==> src/design/sdmac_pkg.sv <==
// shared definitions for the scsi dma byte-lane datapath
// fifo word union, transfer direction and apb register map
package sdmac_pkg;

    // one fifo entry, read as a longword or as four byte lanes
    // lane 3 is bits 31:24 and is the first byte on the scsi bus
    typedef union packed {
        logic [31:0]     lw;
        logic [3:0][7:0] lane;
    } sdmac_word_u;

    // transfer direction
    // f2s moves memory to scsi, s2f moves scsi to memory
    typedef enum logic {
        DIR_F2S = 1'b0,
        DIR_S2F = 1'b1
    } dir_e;

    // ctrl: bit 0 start, bit 1 direction
    localparam logic [7:0] ADDR_CTRL   = 8'h00;
    // byte count, reads back the live remaining count
    localparam logic [7:0] ADDR_COUNT  = 8'h04;
    // status: bit 0 busy, bit 1 fifo empty, bit 2 fifo full
    localparam logic [7:0] ADDR_STATUS = 8'h08;
    // fifo data port, write pushes and read pops
    localparam logic [7:0] ADDR_DATA   = 8'h0C;

endpackage

==> src/design/scsi_byte_port.sv <==
// scsi chip side of the datapath
// dreq/dack handshake, registered output byte with its enable
// latched input byte handed to the packer for one cycle
module scsi_byte_port (
    input  logic       LS2CPU,
    input  logic       arst_n,
    input  logic       rx_mode,
    input  logic       tx_valid,
    input  logic [7:0] tx_byte,
    output logic       byte_taken,
    output logic       rx_valid,
    output logic [7:0] rx_byte,
    input  logic       dreq,
    output logic       dack,
    output logic [7:0] scsi_dout,
    output logic       scsi_doe,
    input  logic [7:0] scsi_din
);
    logic       tx_pend;
    logic       tx_load;
    logic [7:0] tx_q;
    logic       rx_hs;
    logic       rx_valid_q;
    logic [7:0] rx_q;

    // transmit byte loads when the output register is free
    assign tx_load    = ~tx_pend & ~rx_mode & tx_valid;
    // byte leaves on the edge with dreq and dack both high
    assign byte_taken = tx_pend & dreq;
    // receive handshake, rx_mode is only high while the packer has room
    assign rx_hs      = rx_mode & dreq;

    assign dack       = tx_pend | rx_mode;
    assign scsi_doe   = tx_pend;
    assign scsi_dout  = tx_q;
    assign rx_valid   = rx_valid_q;
    assign rx_byte    = rx_q;

    always_ff @(posedge LS2CPU or negedge arst_n) begin
        if (!arst_n) begin
            tx_pend    <= 1'b0;
            rx_valid_q <= 1'b0;
        end else begin
            if (byte_taken) begin
                tx_pend <= 1'b0;
            end else if (tx_load) begin
                tx_pend <= 1'b1;
            end
            // one cycle strobe per received byte
            rx_valid_q <= rx_hs;
        end
    end

    always_ff @(posedge LS2CPU) begin
        if (tx_load) begin
            tx_q <= tx_byte;
        end
        if (rx_hs) begin
            rx_q <= scsi_din;
        end
    end

endmodule

==> src/design/scsi_lane_packer.sv <==
// byte lane packer between the longword fifo and the scsi byte port
// lane offset 3 down to 0, byte select on transmit, byte assembly on receive
// byte counter ends the transfer, a partial word is flushed zero filled
module scsi_lane_packer #(
    parameter int COUNT_W = 16
) (
    input  logic                   LS2CPU,
    input  logic                   arst_n,
    input  logic                   start,
    input  sdmac_pkg::dir_e        dir,
    input  logic [COUNT_W-1:0]     count_load,
    output logic                   busy,
    output logic [COUNT_W-1:0]     count_left,
    input  sdmac_pkg::sdmac_word_u fifo_head,
    input  logic                   fifo_empty,
    input  logic                   fifo_full,
    output logic                   fifo_pop,
    output logic                   fifo_push,
    output sdmac_pkg::sdmac_word_u fifo_wdata,
    output logic                   tx_valid,
    output logic [7:0]             tx_byte,
    input  logic                   byte_taken,
    input  logic                   rx_valid,
    input  logic [7:0]             rx_byte,
    output logic                   rx_mode
);
    import sdmac_pkg::*;

    logic               busy_q;
    dir_e               dir_q;
    logic [COUNT_W-1:0] count_q;
    logic [1:0]         lane_q;
    logic               have_q;
    sdmac_word_u        hold_q;
    sdmac_word_u        asm_q;
    sdmac_word_u        asm_next;
    logic               load;
    logic               tx_active;
    logic               rx_active;
    logic               last_byte;
    logic               word_done;
    logic               moved;

    assign load       = start & ~busy_q;
    assign tx_active  = busy_q & (dir_q == DIR_F2S);
    assign rx_active  = busy_q & (dir_q == DIR_S2F);
    assign last_byte  = (count_q == COUNT_W'(1));
    assign busy       = busy_q;
    assign count_left = count_q;

    // transmit, fetch a new longword once the held one is used up
    assign fifo_pop   = tx_active & ~have_q & ~fifo_empty;
    assign tx_valid   = tx_active & have_q;
    // byte mux, lane offset picks the byte of the held word
    assign tx_byte    = hold_q.lane[lane_q];

    // receive, drop the incoming byte into its lane
    always_comb begin
        asm_next = asm_q;
        asm_next.lane[lane_q] = rx_byte;
    end

    // word complete after lane 0 or on the last counted byte
    assign word_done  = rx_active & rx_valid & ((lane_q == 2'd0) | last_byte);
    assign fifo_push  = word_done & ~fifo_full;
    assign fifo_wdata = asm_next;
    // room for a byte: fifo not full and no push going out this cycle
    assign rx_mode    = rx_active & ~fifo_full & ~word_done;

    assign moved      = (tx_active & byte_taken) | (rx_active & rx_valid);

    always_ff @(posedge LS2CPU or negedge arst_n) begin
        if (!arst_n) begin
            busy_q  <= 1'b0;
            dir_q   <= DIR_F2S;
            count_q <= '0;
            lane_q  <= 2'd3;
            have_q  <= 1'b0;
        end else if (load) begin
            // a zero count never starts
            busy_q  <= (count_load != '0);
            dir_q   <= dir;
            count_q <= count_load;
            lane_q  <= 2'd3;
            have_q  <= 1'b0;
        end else begin
            if (fifo_pop) begin
                have_q <= 1'b1;
            end
            if (moved) begin
                count_q <= count_q - COUNT_W'(1);
                // wraps from lane 0 back to lane 3
                lane_q  <= lane_q - 2'd1;
                if ((lane_q == 2'd0) || last_byte) begin
                    have_q <= 1'b0;
                end
                if (last_byte) begin
                    busy_q <= 1'b0;
                end
            end
        end
    end

    // word registers
    always_ff @(posedge LS2CPU) begin
        if (fifo_pop) begin
            hold_q <= fifo_head;
        end
        // cleared after each push so unused lanes of a partial word are zero
        if (load) begin
            asm_q <= '0;
        end else if (rx_active && rx_valid) begin
            asm_q <= word_done ? '0 : asm_next;
        end
    end

endmodule

==> src/design/sdmac_apb_regs.sv <==
// apb slave for the scsi dma datapath
// ctrl, count, status and data registers
// data register accesses map onto fifo push and pop, with wait states
module sdmac_apb_regs #(
    parameter int COUNT_W = 16
) (
    input  logic                   LS2CPU,
    input  logic                   arst_n,
    input  logic                   psel,
    input  logic                   penable,
    input  logic                   pwrite,
    input  logic [7:0]             paddr,
    input  logic [31:0]            pwdata,
    output logic [31:0]            prdata,
    output logic                   pready,
    output logic                   pslverr,
    input  logic                   fifo_full,
    input  logic                   fifo_empty,
    input  sdmac_pkg::sdmac_word_u fifo_head,
    output logic                   fifo_push,
    output logic                   fifo_pop,
    output sdmac_pkg::sdmac_word_u fifo_wdata,
    output logic                   start,
    output sdmac_pkg::dir_e        dir,
    output logic [COUNT_W-1:0]     count_load,
    input  logic                   busy,
    input  logic [COUNT_W-1:0]     count_left
);
    import sdmac_pkg::*;

    logic               access;
    logic               hit_ctrl;
    logic               hit_count;
    logic               hit_status;
    logic               hit_data;
    logic               ctrl_wr;
    logic               data_wait;
    logic               rd_no_data;
    dir_e               dir_q;
    logic [COUNT_W-1:0] count_q;

    // access phase of an apb transfer
    assign access     = psel & penable;

    assign hit_ctrl   = (paddr == ADDR_CTRL);
    assign hit_count  = (paddr == ADDR_COUNT);
    assign hit_status = (paddr == ADDR_STATUS);
    assign hit_data   = (paddr == ADDR_DATA);
    assign ctrl_wr    = access & pwrite & hit_ctrl;

    // stall a data write on a full fifo
    // stall a data read on an empty fifo only while a transfer can still fill it
    assign data_wait  = psel & hit_data & (pwrite ? fifo_full : (fifo_empty & busy));
    assign pready     = ~data_wait;

    // empty fifo and nothing running, the read can never be served
    assign rd_no_data = ~pwrite & fifo_empty & ~busy;
    assign pslverr    = access & ((~hit_ctrl & ~hit_count & ~hit_status & ~hit_data) |
                                  (hit_data & rd_no_data));

    // the fifo side is selected by direction in the top level
    assign fifo_push     = access & pwrite & hit_data & ~fifo_full;
    assign fifo_pop      = access & ~pwrite & hit_data & ~fifo_empty;
    assign fifo_wdata.lw = pwdata;

    // start is a single-cycle strobe on the ctrl write
    assign start      = ctrl_wr & pwdata[0];
    // new direction passes straight through so the packer latches it with start
    assign dir        = ctrl_wr ? dir_e'(pwdata[1]) : dir_q;
    assign count_load = count_q;

    always_ff @(posedge LS2CPU or negedge arst_n) begin
        if (!arst_n) begin
            dir_q   <= DIR_F2S;
            count_q <= '0;
        end else begin
            if (ctrl_wr) begin
                dir_q <= dir_e'(pwdata[1]);
            end
            if (access & pwrite & hit_count) begin
                count_q <= pwdata[COUNT_W-1:0];
            end
        end
    end

    // read mux
    always_comb begin
        prdata = '0;
        if (hit_ctrl) begin
            prdata[1] = dir_q;
        end else if (hit_count) begin
            // live count while running, loaded value otherwise
            prdata = busy ? 32'(count_left) : 32'(count_q);
        end else if (hit_status) begin
            prdata[2:0] = {fifo_full, fifo_empty, busy};
        end else if (hit_data && !fifo_empty) begin
            prdata = fifo_head.lw;
        end
    end

endmodule

==> src/design/sdmac_datapath.sv <==
// top level of the scsi dma byte-lane datapath
// apb register block, longword fifo, lane packer and scsi byte port
// fifo push and pop sources are picked by transfer direction
module sdmac_datapath #(
    parameter int COUNT_W    = 16,
    parameter int FIFO_DEPTH = 4
) (
    input  logic        LS2CPU,
    input  logic        arst_n,
    input  logic        psel,
    input  logic        penable,
    input  logic        pwrite,
    input  logic [7:0]  paddr,
    input  logic [31:0] pwdata,
    output logic [31:0] prdata,
    output logic        pready,
    output logic        pslverr,
    input  logic        dreq,
    output logic        dack,
    output logic [7:0]  scsi_dout,
    output logic        scsi_doe,
    input  logic [7:0]  scsi_din
);
    import sdmac_pkg::*;

    logic               fifo_full;
    logic               fifo_empty;
    logic               fifo_push;
    logic               fifo_pop;
    sdmac_word_u        fifo_head;
    sdmac_word_u        fifo_wdata;
    logic               rg_push;
    logic               rg_pop;
    sdmac_word_u        rg_wdata;
    logic               pk_push;
    logic               pk_pop;
    sdmac_word_u        pk_wdata;
    logic               start;
    dir_e               dir;
    logic [COUNT_W-1:0] count_load;
    logic               busy;
    logic [COUNT_W-1:0] count_left;
    logic               tx_valid;
    logic [7:0]         tx_byte;
    logic               byte_taken;
    logic               rx_valid;
    logic [7:0]         rx_byte;
    logic               rx_mode;

    // host pushes on f2s and pops on s2f, the packer takes the other side
    assign fifo_push  = (dir == DIR_S2F) ? pk_push : rg_push;
    assign fifo_wdata = (dir == DIR_S2F) ? pk_wdata : rg_wdata;
    assign fifo_pop   = (dir == DIR_S2F) ? rg_pop : pk_pop;

    sdmac_apb_regs #(
        .COUNT_W (COUNT_W)
    ) sdmac_apb_regs_inst (
        .LS2CPU     (LS2CPU),
        .arst_n     (arst_n),
        .psel       (psel),
        .penable    (penable),
        .pwrite     (pwrite),
        .paddr      (paddr),
        .pwdata     (pwdata),
        .prdata     (prdata),
        .pready     (pready),
        .pslverr    (pslverr),
        .fifo_full  (fifo_full),
        .fifo_empty (fifo_empty),
        .fifo_head  (fifo_head),
        .fifo_push  (rg_push),
        .fifo_pop   (rg_pop),
        .fifo_wdata (rg_wdata),
        .start      (start),
        .dir        (dir),
        .count_load (count_load),
        .busy       (busy),
        .count_left (count_left)
    );

    sdmac_word_fifo #(
        .FIFO_DEPTH (FIFO_DEPTH)
    ) sdmac_word_fifo_inst (
        .LS2CPU (LS2CPU),
        .arst_n (arst_n),
        .push   (fifo_push),
        .wdata  (fifo_wdata),
        .pop    (fifo_pop),
        .rdata  (fifo_head),
        .full   (fifo_full),
        .empty  (fifo_empty)
    );

    scsi_lane_packer #(
        .COUNT_W (COUNT_W)
    ) scsi_lane_packer_inst (
        .LS2CPU     (LS2CPU),
        .arst_n     (arst_n),
        .start      (start),
        .dir        (dir),
        .count_load (count_load),
        .busy       (busy),
        .count_left (count_left),
        .fifo_head  (fifo_head),
        .fifo_empty (fifo_empty),
        .fifo_full  (fifo_full),
        .fifo_pop   (pk_pop),
        .fifo_push  (pk_push),
        .fifo_wdata (pk_wdata),
        .tx_valid   (tx_valid),
        .tx_byte    (tx_byte),
        .byte_taken (byte_taken),
        .rx_valid   (rx_valid),
        .rx_byte    (rx_byte),
        .rx_mode    (rx_mode)
    );

    scsi_byte_port scsi_byte_port_inst (
        .LS2CPU     (LS2CPU),
        .arst_n     (arst_n),
        .rx_mode    (rx_mode),
        .tx_valid   (tx_valid),
        .tx_byte    (tx_byte),
        .byte_taken (byte_taken),
        .rx_valid   (rx_valid),
        .rx_byte    (rx_byte),
        .dreq       (dreq),
        .dack       (dack),
        .scsi_dout  (scsi_dout),
        .scsi_doe   (scsi_doe),
        .scsi_din   (scsi_din)
    );

endmodule

==> src/design/sdmac_word_fifo.sv <==
// longword fifo for the scsi dma datapath
// circular buffer, pointers one bit wider than the address
// full and empty flags, head word shown combinationally
module sdmac_word_fifo #(
    parameter int FIFO_DEPTH = 4
) (
    input  logic                   LS2CPU,
    input  logic                   arst_n,
    input  logic                   push,
    input  sdmac_pkg::sdmac_word_u wdata,
    input  logic                   pop,
    output sdmac_pkg::sdmac_word_u rdata,
    output logic                   full,
    output logic                   empty
);
    import sdmac_pkg::*;

    localparam int AW = $clog2(FIFO_DEPTH);

    sdmac_word_u mem [FIFO_DEPTH];
    logic [AW:0] wr_ptr;
    logic [AW:0] rd_ptr;
    logic        do_push;
    logic        do_pop;

    // same address, wrap bits tell full from empty
    assign empty   = (wr_ptr == rd_ptr);
    assign full    = (wr_ptr[AW] != rd_ptr[AW]) && (wr_ptr[AW-1:0] == rd_ptr[AW-1:0]);

    // requests are flag-checked by the issuer, guard again here
    assign do_push = push & ~full;
    assign do_pop  = pop & ~empty;

    assign rdata   = mem[rd_ptr[AW-1:0]];

    always_ff @(posedge LS2CPU) begin
        if (do_push) begin
            mem[wr_ptr[AW-1:0]] <= wdata;
        end
    end

    always_ff @(posedge LS2CPU or negedge arst_n) begin
        if (!arst_n) begin
            wr_ptr <= '0;
            rd_ptr <= '0;
        end else begin
            if (do_push) begin
                wr_ptr <= wr_ptr + 1'b1;
            end
            if (do_pop) begin
                rd_ptr <= rd_ptr + 1'b1;
            end
        end
    end

endmodule

==> config.mk <==
export PLATFORM = sky130hd
export DESIGN_NAME = sdmac_datapath
export DESIGN_NICKNAME = d
export VERILOG_FILES = /design/src/design/sdmac_pkg.sv /design/src/design/scsi_byte_port.sv /design/src/design/scsi_lane_packer.sv /design/src/design/sdmac_apb_regs.sv /design/src/design/sdmac_datapath.sv /design/src/design/sdmac_word_fifo.sv
export SDC_FILE = /design/constraint.sdc
export NUM_CORES = 1
export LEC_CHECK = 0
export ABC_AREA = 1
export BUFFER_PORTS_ARGS = -buffer_cell sky130_fd_sc_hd__buf_2
export CAP_MARGIN = 20
export CORE_ASPECT_RATIO = 0.8
export CORE_UTILIZATION = 53
export DETAILED_ROUTE_END_ITERATION = 10
export GPL_ROUTABILITY_DRIVEN = 0
export GPL_TIMING_DRIVEN = 0
export PLACE_DENSITY = 0.82
export SLEW_MARGIN = 5
export SYNTH_ARGS = -nofsm -noshare
export SYNTH_HDL_FRONTEND = slang
export SYNTH_SLANG_ARGS = --single-unit
==> constraint.sdc <==
create_clock -name LS2CPU -period 8.8 [get_ports LS2CPU]
set_input_delay 1.32 -clock LS2CPU [delete_from_list [all_inputs] [get_ports LS2CPU]]
set_output_delay 1.32 -clock LS2CPU [all_outputs]
set_load 0.05 [all_outputs]
==> results_tabular.tex <==
\begin{tabular}{lr}
\hline
Metric & Value \\
\hline
\multicolumn{2}{l}{\textbf{Timing}} \\
\quad Setup violators final & 0 \\
\quad Final critical-path required period & roughly 4500 ps \\
\quad Rel. slew slack & roughly a third \\
\quad Unrepaired setup endpoints after global routing & false \\
\quad Max-slew violations & 0 \\
\quad Worst-margin pin slew & 995 ps \\
\quad Upper clock frequency limit & 223 MHz \\
\quad Final Hold Viols & 0 \\
\quad Layout Skew & 20.6 ps \\
\quad Fin Setup TNS & 0 ps \\
\quad Tcrit/Tclk final & just over 50\% \\
\multicolumn{2}{l}{\textbf{Global route}} \\
\quad Antenna violations before repair & 0 \\
\quad Combined global-route utilization of all metal layers & between 20 and 30\% \\
\quad Number of global-route vias before repair & just under 9000 \\
\quad Total gr overflow & 0 \\
\quad Largest net degree at the start of global routing & 47 \\
\quad Global-route wire length before repair & approximately 48000 microns \\
\multicolumn{2}{l}{\textbf{Worst hold path}} \\
\quad Class of the tightest hold or removal check & reg2reg \\
\quad Hold\_sp & scsi\_lane\_packer\_inst.asm\_q[6]\$\_SDFFE\_PP0P\_ \\
\quad End point of the worst hold path & scsi\_lane\_packer\_inst.asm\_q[6]\$\_SDFFE\_PP0P\_ \\
\quad Hold path cells & 2 \\
\multicolumn{2}{l}{\textbf{Synthesis}} \\
\quad Netlist area before placement & 0.0115 sq mm \\
\quad Synth unique cells & 45 \\
\quad Syn\_nets & around 1200 \\
\quad Warnings from Yosys & 0 \\
\quad Sequential element share of the synthesized area & between 60\% and 70\% \\
\quad Largest area contributor in the netlist & sky130\_fd\_sc\_hd\_\_edfxtp\_1 \\
\quad Syn Area/Cell & $\sim$10 sq um \\
\quad Area fraction of the dominant cell type after synthesis & between 40 and 50\% \\
\quad Async set or reset register ratio after synthesis & between 10\% and 20\% \\
\quad Most common cell in the netlist & sky130\_fd\_sc\_hd\_\_nand2\_1 \\
\quad Syn Inst Count & between 1000 and 1500 \\
\quad Primary FF master, synth & sky130\_fd\_sc\_hd\_\_edfxtp\_1 \\
\quad Top cells by instance count after synthesis & sky130\_fd\_sc\_hd\_\_nand2\_1, sky130\_fd\_sc\_hd\_\_edfxtp\_1, sky130\_fd\_sc\_hd\_\_nor2\_1 \\
\quad Biggest area contributors in the synthesized netlist & sky130\_fd\_sc\_hd\_\_edfxtp\_1, sky130\_fd\_sc\_hd\_\_dfrtp\_1, sky130\_fd\_sc\_hd\_\_nand2\_1, sky130\_fd\_sc\_hd\_\_dfxtp\_1, sky130\_fd\_sc\_hd\_\_nor2\_1 \\
\quad FF+latch count, synth & 254 \\
\quad Post-synth EDFFs & $\sim$180 \\
\multicolumn{2}{l}{\textbf{Finish}} \\
\quad Nets & 1352 \\
\quad Synth-to-layout area growth & 16.3\% \\
\quad Proportion of layout cells with a drive suffix above 1 & $\sim$18\% \\
\quad Antenna Diode Count & 0 \\
\quad Number of standard cells in the layout, taps in and fillers out & between 1500 and 2000 \\
\quad Total non-filler cell area in the finished layout & approximately 0.013 sq mm \\
\multicolumn{2}{l}{\textbf{Clocking}} \\
\quad TritonCTS buffer count & 26 \\
\quad CTS Sinks & about 250 \\
\quad Clock tree from TritonCTS & yes \\
\quad Buffer levels on the longest clock path & 3 \\
\quad Clk pin slew, worst setup/hold paths & $\sim$60 ps \\
\quad Setup fix buffers added after clock tree synthesis & 0 \\
\quad H-tree levels & 1 \\
\quad Root buffer selected by CTS & sky130\_fd\_sc\_hd\_\_clkbuf\_16 \\
\quad Post-cts repair resize count & 0 \\
\quad Hold buffer count at cts & 0 \\
\quad Clock latency at the later pin of the worst-skew pair & 530 ps \\
\multicolumn{2}{l}{\textbf{Power and ir drop}} \\
\quad PnR Total Power & 2520 uW \\
\quad Power per standard cell area & $\sim$190 mW/mm\^{}2 \\
\quad LEAKAGE & about 0.0055 uW \\
\quad Max rail drop VDD & approximately 160 uV \\
\multicolumn{2}{l}{\textbf{Critical path}} \\
\quad R2r setup slk & 5320 ps \\
\quad Data arrival time of the worst path & 3170 ps \\
\quad Worst endpoint required time & 7480 ps \\
\quad Cell type of the slowest stage on the worst timing path & sky130\_fd\_sc\_hd\_\_dfstp\_2 \\
\quad RR Startpoint & scsi\_lane\_packer\_inst.lane\_q[0]\$\_DFFE\_PN1P\_ \\
\quad Worst-path cell chain & clkinv\_1 -> buf\_1 -> ha\_1 -> inv\_1 -> nand2\_1 -> nand2\_2 -> nand3b\_1 -> nand2\_1 -> buf\_2 \\
\quad Slowest cell delay on critical path & approximately 640 ps \\
\quad Kind of start point of the critical path & register \\
\quad End of the worst register-to-register path & scsi\_byte\_port\_inst.rx\_byte[0]\$\_DFFE\_PP\_ \\
\quad Most frequent cell on the critical path & sky130\_fd\_sc\_hd\_\_nand2\_1 \\
\quad Type of the setup path with the least slack & reg2out \\
\quad Worst Setup End Kind & output pin \\
\quad Worst Path Max Fanout & 11 \\
\quad Number of cell instances on the worst register-to-register path & 8 \\
\multicolumn{2}{l}{\textbf{Job}} \\
\quad Number of max-cap violations & 0 \\
\multicolumn{2}{l}{\textbf{Floorplanning}} \\
\quad Total die area & 0.0224 sq mm \\
\quad Core area & roughly 0.021 sq mm \\
\quad Effective utilization at floorplan & 54.9\% \\
\quad Count of standard-cell rows & 47 \\
\quad Die width & around 170 microns \\
\quad Count of boundary I/O pins & approximately 100 \\
\quad Height of the die & 134 microns \\
\multicolumn{2}{l}{\textbf{Placement}} \\
\quad Detailed Place HPWL & roughly 23000 microns \\
\quad Count of buffers from port buffering & 97 \\
\quad Placed instance count & around 1500 \\
\quad Placed instance area & between 0.01 and 0.015 sq mm \\
\multicolumn{2}{l}{\textbf{Routing}} \\
\quad Final routed DRC violation total & 0 \\
\quad Routed wire length & 31700 microns \\
\quad Number of iterations in the first detailed-routing pass & 6 \\
\quad DRC marker count from the first detailed-route iteration & $\sim$1200 \\
\quad Number of antenna-violating nets in the routed design & 0 \\
\quad Vias post-DR & 9239 \\
\quad Average wire per standard cell & 20.1 microns \\
\quad Vias per inst & around 6 \\
\multicolumn{2}{l}{\textbf{Outcome}} \\
\quad Result of the run & finished clean \\
\hline
\end{tabular}
## final cells by class
| type | count | area (sq um) |
|---|---|---|
| clock buffers | 40 | 776 |
| inverters | 74 | 280 |
| well taps | 269 | 337 |
| fillers | 1580 | 7580 |
| clock inverters | 8 | 118 |
| plain buffers | 53 | 283 |
| repair buffers | 103 | 621 |
| flip-flops and latches | 254 | 7080 |
| multi-input cells | 775 | 3920 |
## routing by layer
layer / wire, microns / GRT usage [%]
met5: 0 / 0
met1: 12700 / 40.0
met3: 4240 / 6.55
met4: 1050 / 9.93
met2: 13700 / 42.8
## report_power, final
part | internal (uW) | switching [uW]
sequential | 1280 | 7.90
clock | 694 | 446
combinational | 27.8 | 61.4
## registers in the layout (all words and copies together) (netlist names)
register / flops
scsi_lane_packer_inst.hold_q: 32
scsi_lane_packer_inst.dir_q: 1
sdmac_word_fifo_inst.wr_ptr: 3
sdmac_word_fifo_inst.rd_ptr: 3
scsi_lane_packer_inst.count_left: 16
scsi_lane_packer_inst.lane_q: 2
scsi_byte_port_inst.rx_valid: 1
scsi_byte_port_inst.rx_byte: 8
scsi_lane_packer_inst.asm_q: 32
scsi_byte_port_inst.scsi_dout: 8
scsi_byte_port_inst.scsi_doe: 1
sdmac_word_fifo_inst.mem: 128
scsi_lane_packer_inst.busy: 1
sdmac_apb_regs_inst.count_load: 16
scsi_lane_packer_inst.have_q: 1
sdmac_apb_regs_inst.dir_q: 1
## kinds of logic (layout without fill, tap and decap cells)
logic type	after synthesis	after routing	share of synthesized area, %
xor gates and xnor gates	10	10	0.825
buffers and inverters	127	278	4.88
muxes	24	24	2.34
DFF	254	254	61.4
AOI/OAI and AO/OA	237	237	11.4
adders and majority gates	11	11	1.19
and+or+nand+nor	493	493	17.9
## layout by cell type (no fill, tap or decap), types with 4 or more instances in the layout
cell type                   count
sky130_fd_sc_hd__a21oi_1       48
sky130_fd_sc_hd__a22o_1         9
sky130_fd_sc_hd__buf_12         4
sky130_fd_sc_hd__buf_2        110
sky130_fd_sc_hd__buf_4          8
sky130_fd_sc_hd__buf_6          5
sky130_fd_sc_hd__clkbuf_1      35
sky130_fd_sc_hd__clkbuf_16     28
sky130_fd_sc_hd__dfrtp_1       44
sky130_fd_sc_hd__dfxtp_1       32
sky130_fd_sc_hd__edfxtp_1     176
sky130_fd_sc_hd__ha_1          11
sky130_fd_sc_hd__inv_1         63
sky130_fd_sc_hd__inv_2          8
sky130_fd_sc_hd__mux2_2        24
sky130_fd_sc_hd__nand2_1      261
sky130_fd_sc_hd__nand2_2        8
sky130_fd_sc_hd__nand3_1       28
sky130_fd_sc_hd__nand4_1        6
sky130_fd_sc_hd__nor2_1       160
sky130_fd_sc_hd__nor2_4         6
sky130_fd_sc_hd__nor4_1         6
sky130_fd_sc_hd__o211ai_1      15
sky130_fd_sc_hd__o21ai_0      118
sky130_fd_sc_hd__o21ai_1       13
sky130_fd_sc_hd__o22ai_1       26
sky130_fd_sc_hd__xor2_1         7
## worst max path at each step
stage | from | to | slack (ps) | depth (start not counted)
global placement | paddr[1] | sdmac_word_fifo_inst.mem[3][30]$_DFFE_PP_ | 3550 | 10
floorplan | paddr[7] | prdata[21] | 4560 | 8
global route | scsi_lane_packer_inst.lane_q[0]$_DFFE_PN1P_ | dack | 4160 | 9
CTS | scsi_lane_packer_inst.lane_q[0]$_DFFE_PN1P_ | dack | 4380 | 9
detailed placement | paddr[7] | prdata[2] | 4520 | 10
finish | scsi_lane_packer_inst.lane_q[0]$_DFFE_PN1P_ | dack | 4310 | 9
## metrics by stage
stage / setup slack (ps) / hold slack (ps) / utilization (%)
2_1_floorplan: 4560 / 416 / -
3_3_place_gp: 3550 / 426 / 58.8
3_5_place_dp: 4520 / 430 / 59.5
4_1_cts: 4380 / 440 / 63.8
5_1_grt: 4160 / 466 / 63.9
6_report: 4310 / 440 / 63.9
## critical path, delay by kind of cell, from the launching register on
kind	cells	cell delay [ps]
buffers and inverters	4	1130
DFF	1	640
and+or+nand+nor	4	500
adders and majority gates	1	370
No activity file was read; power rests on OpenSTA's default activity.
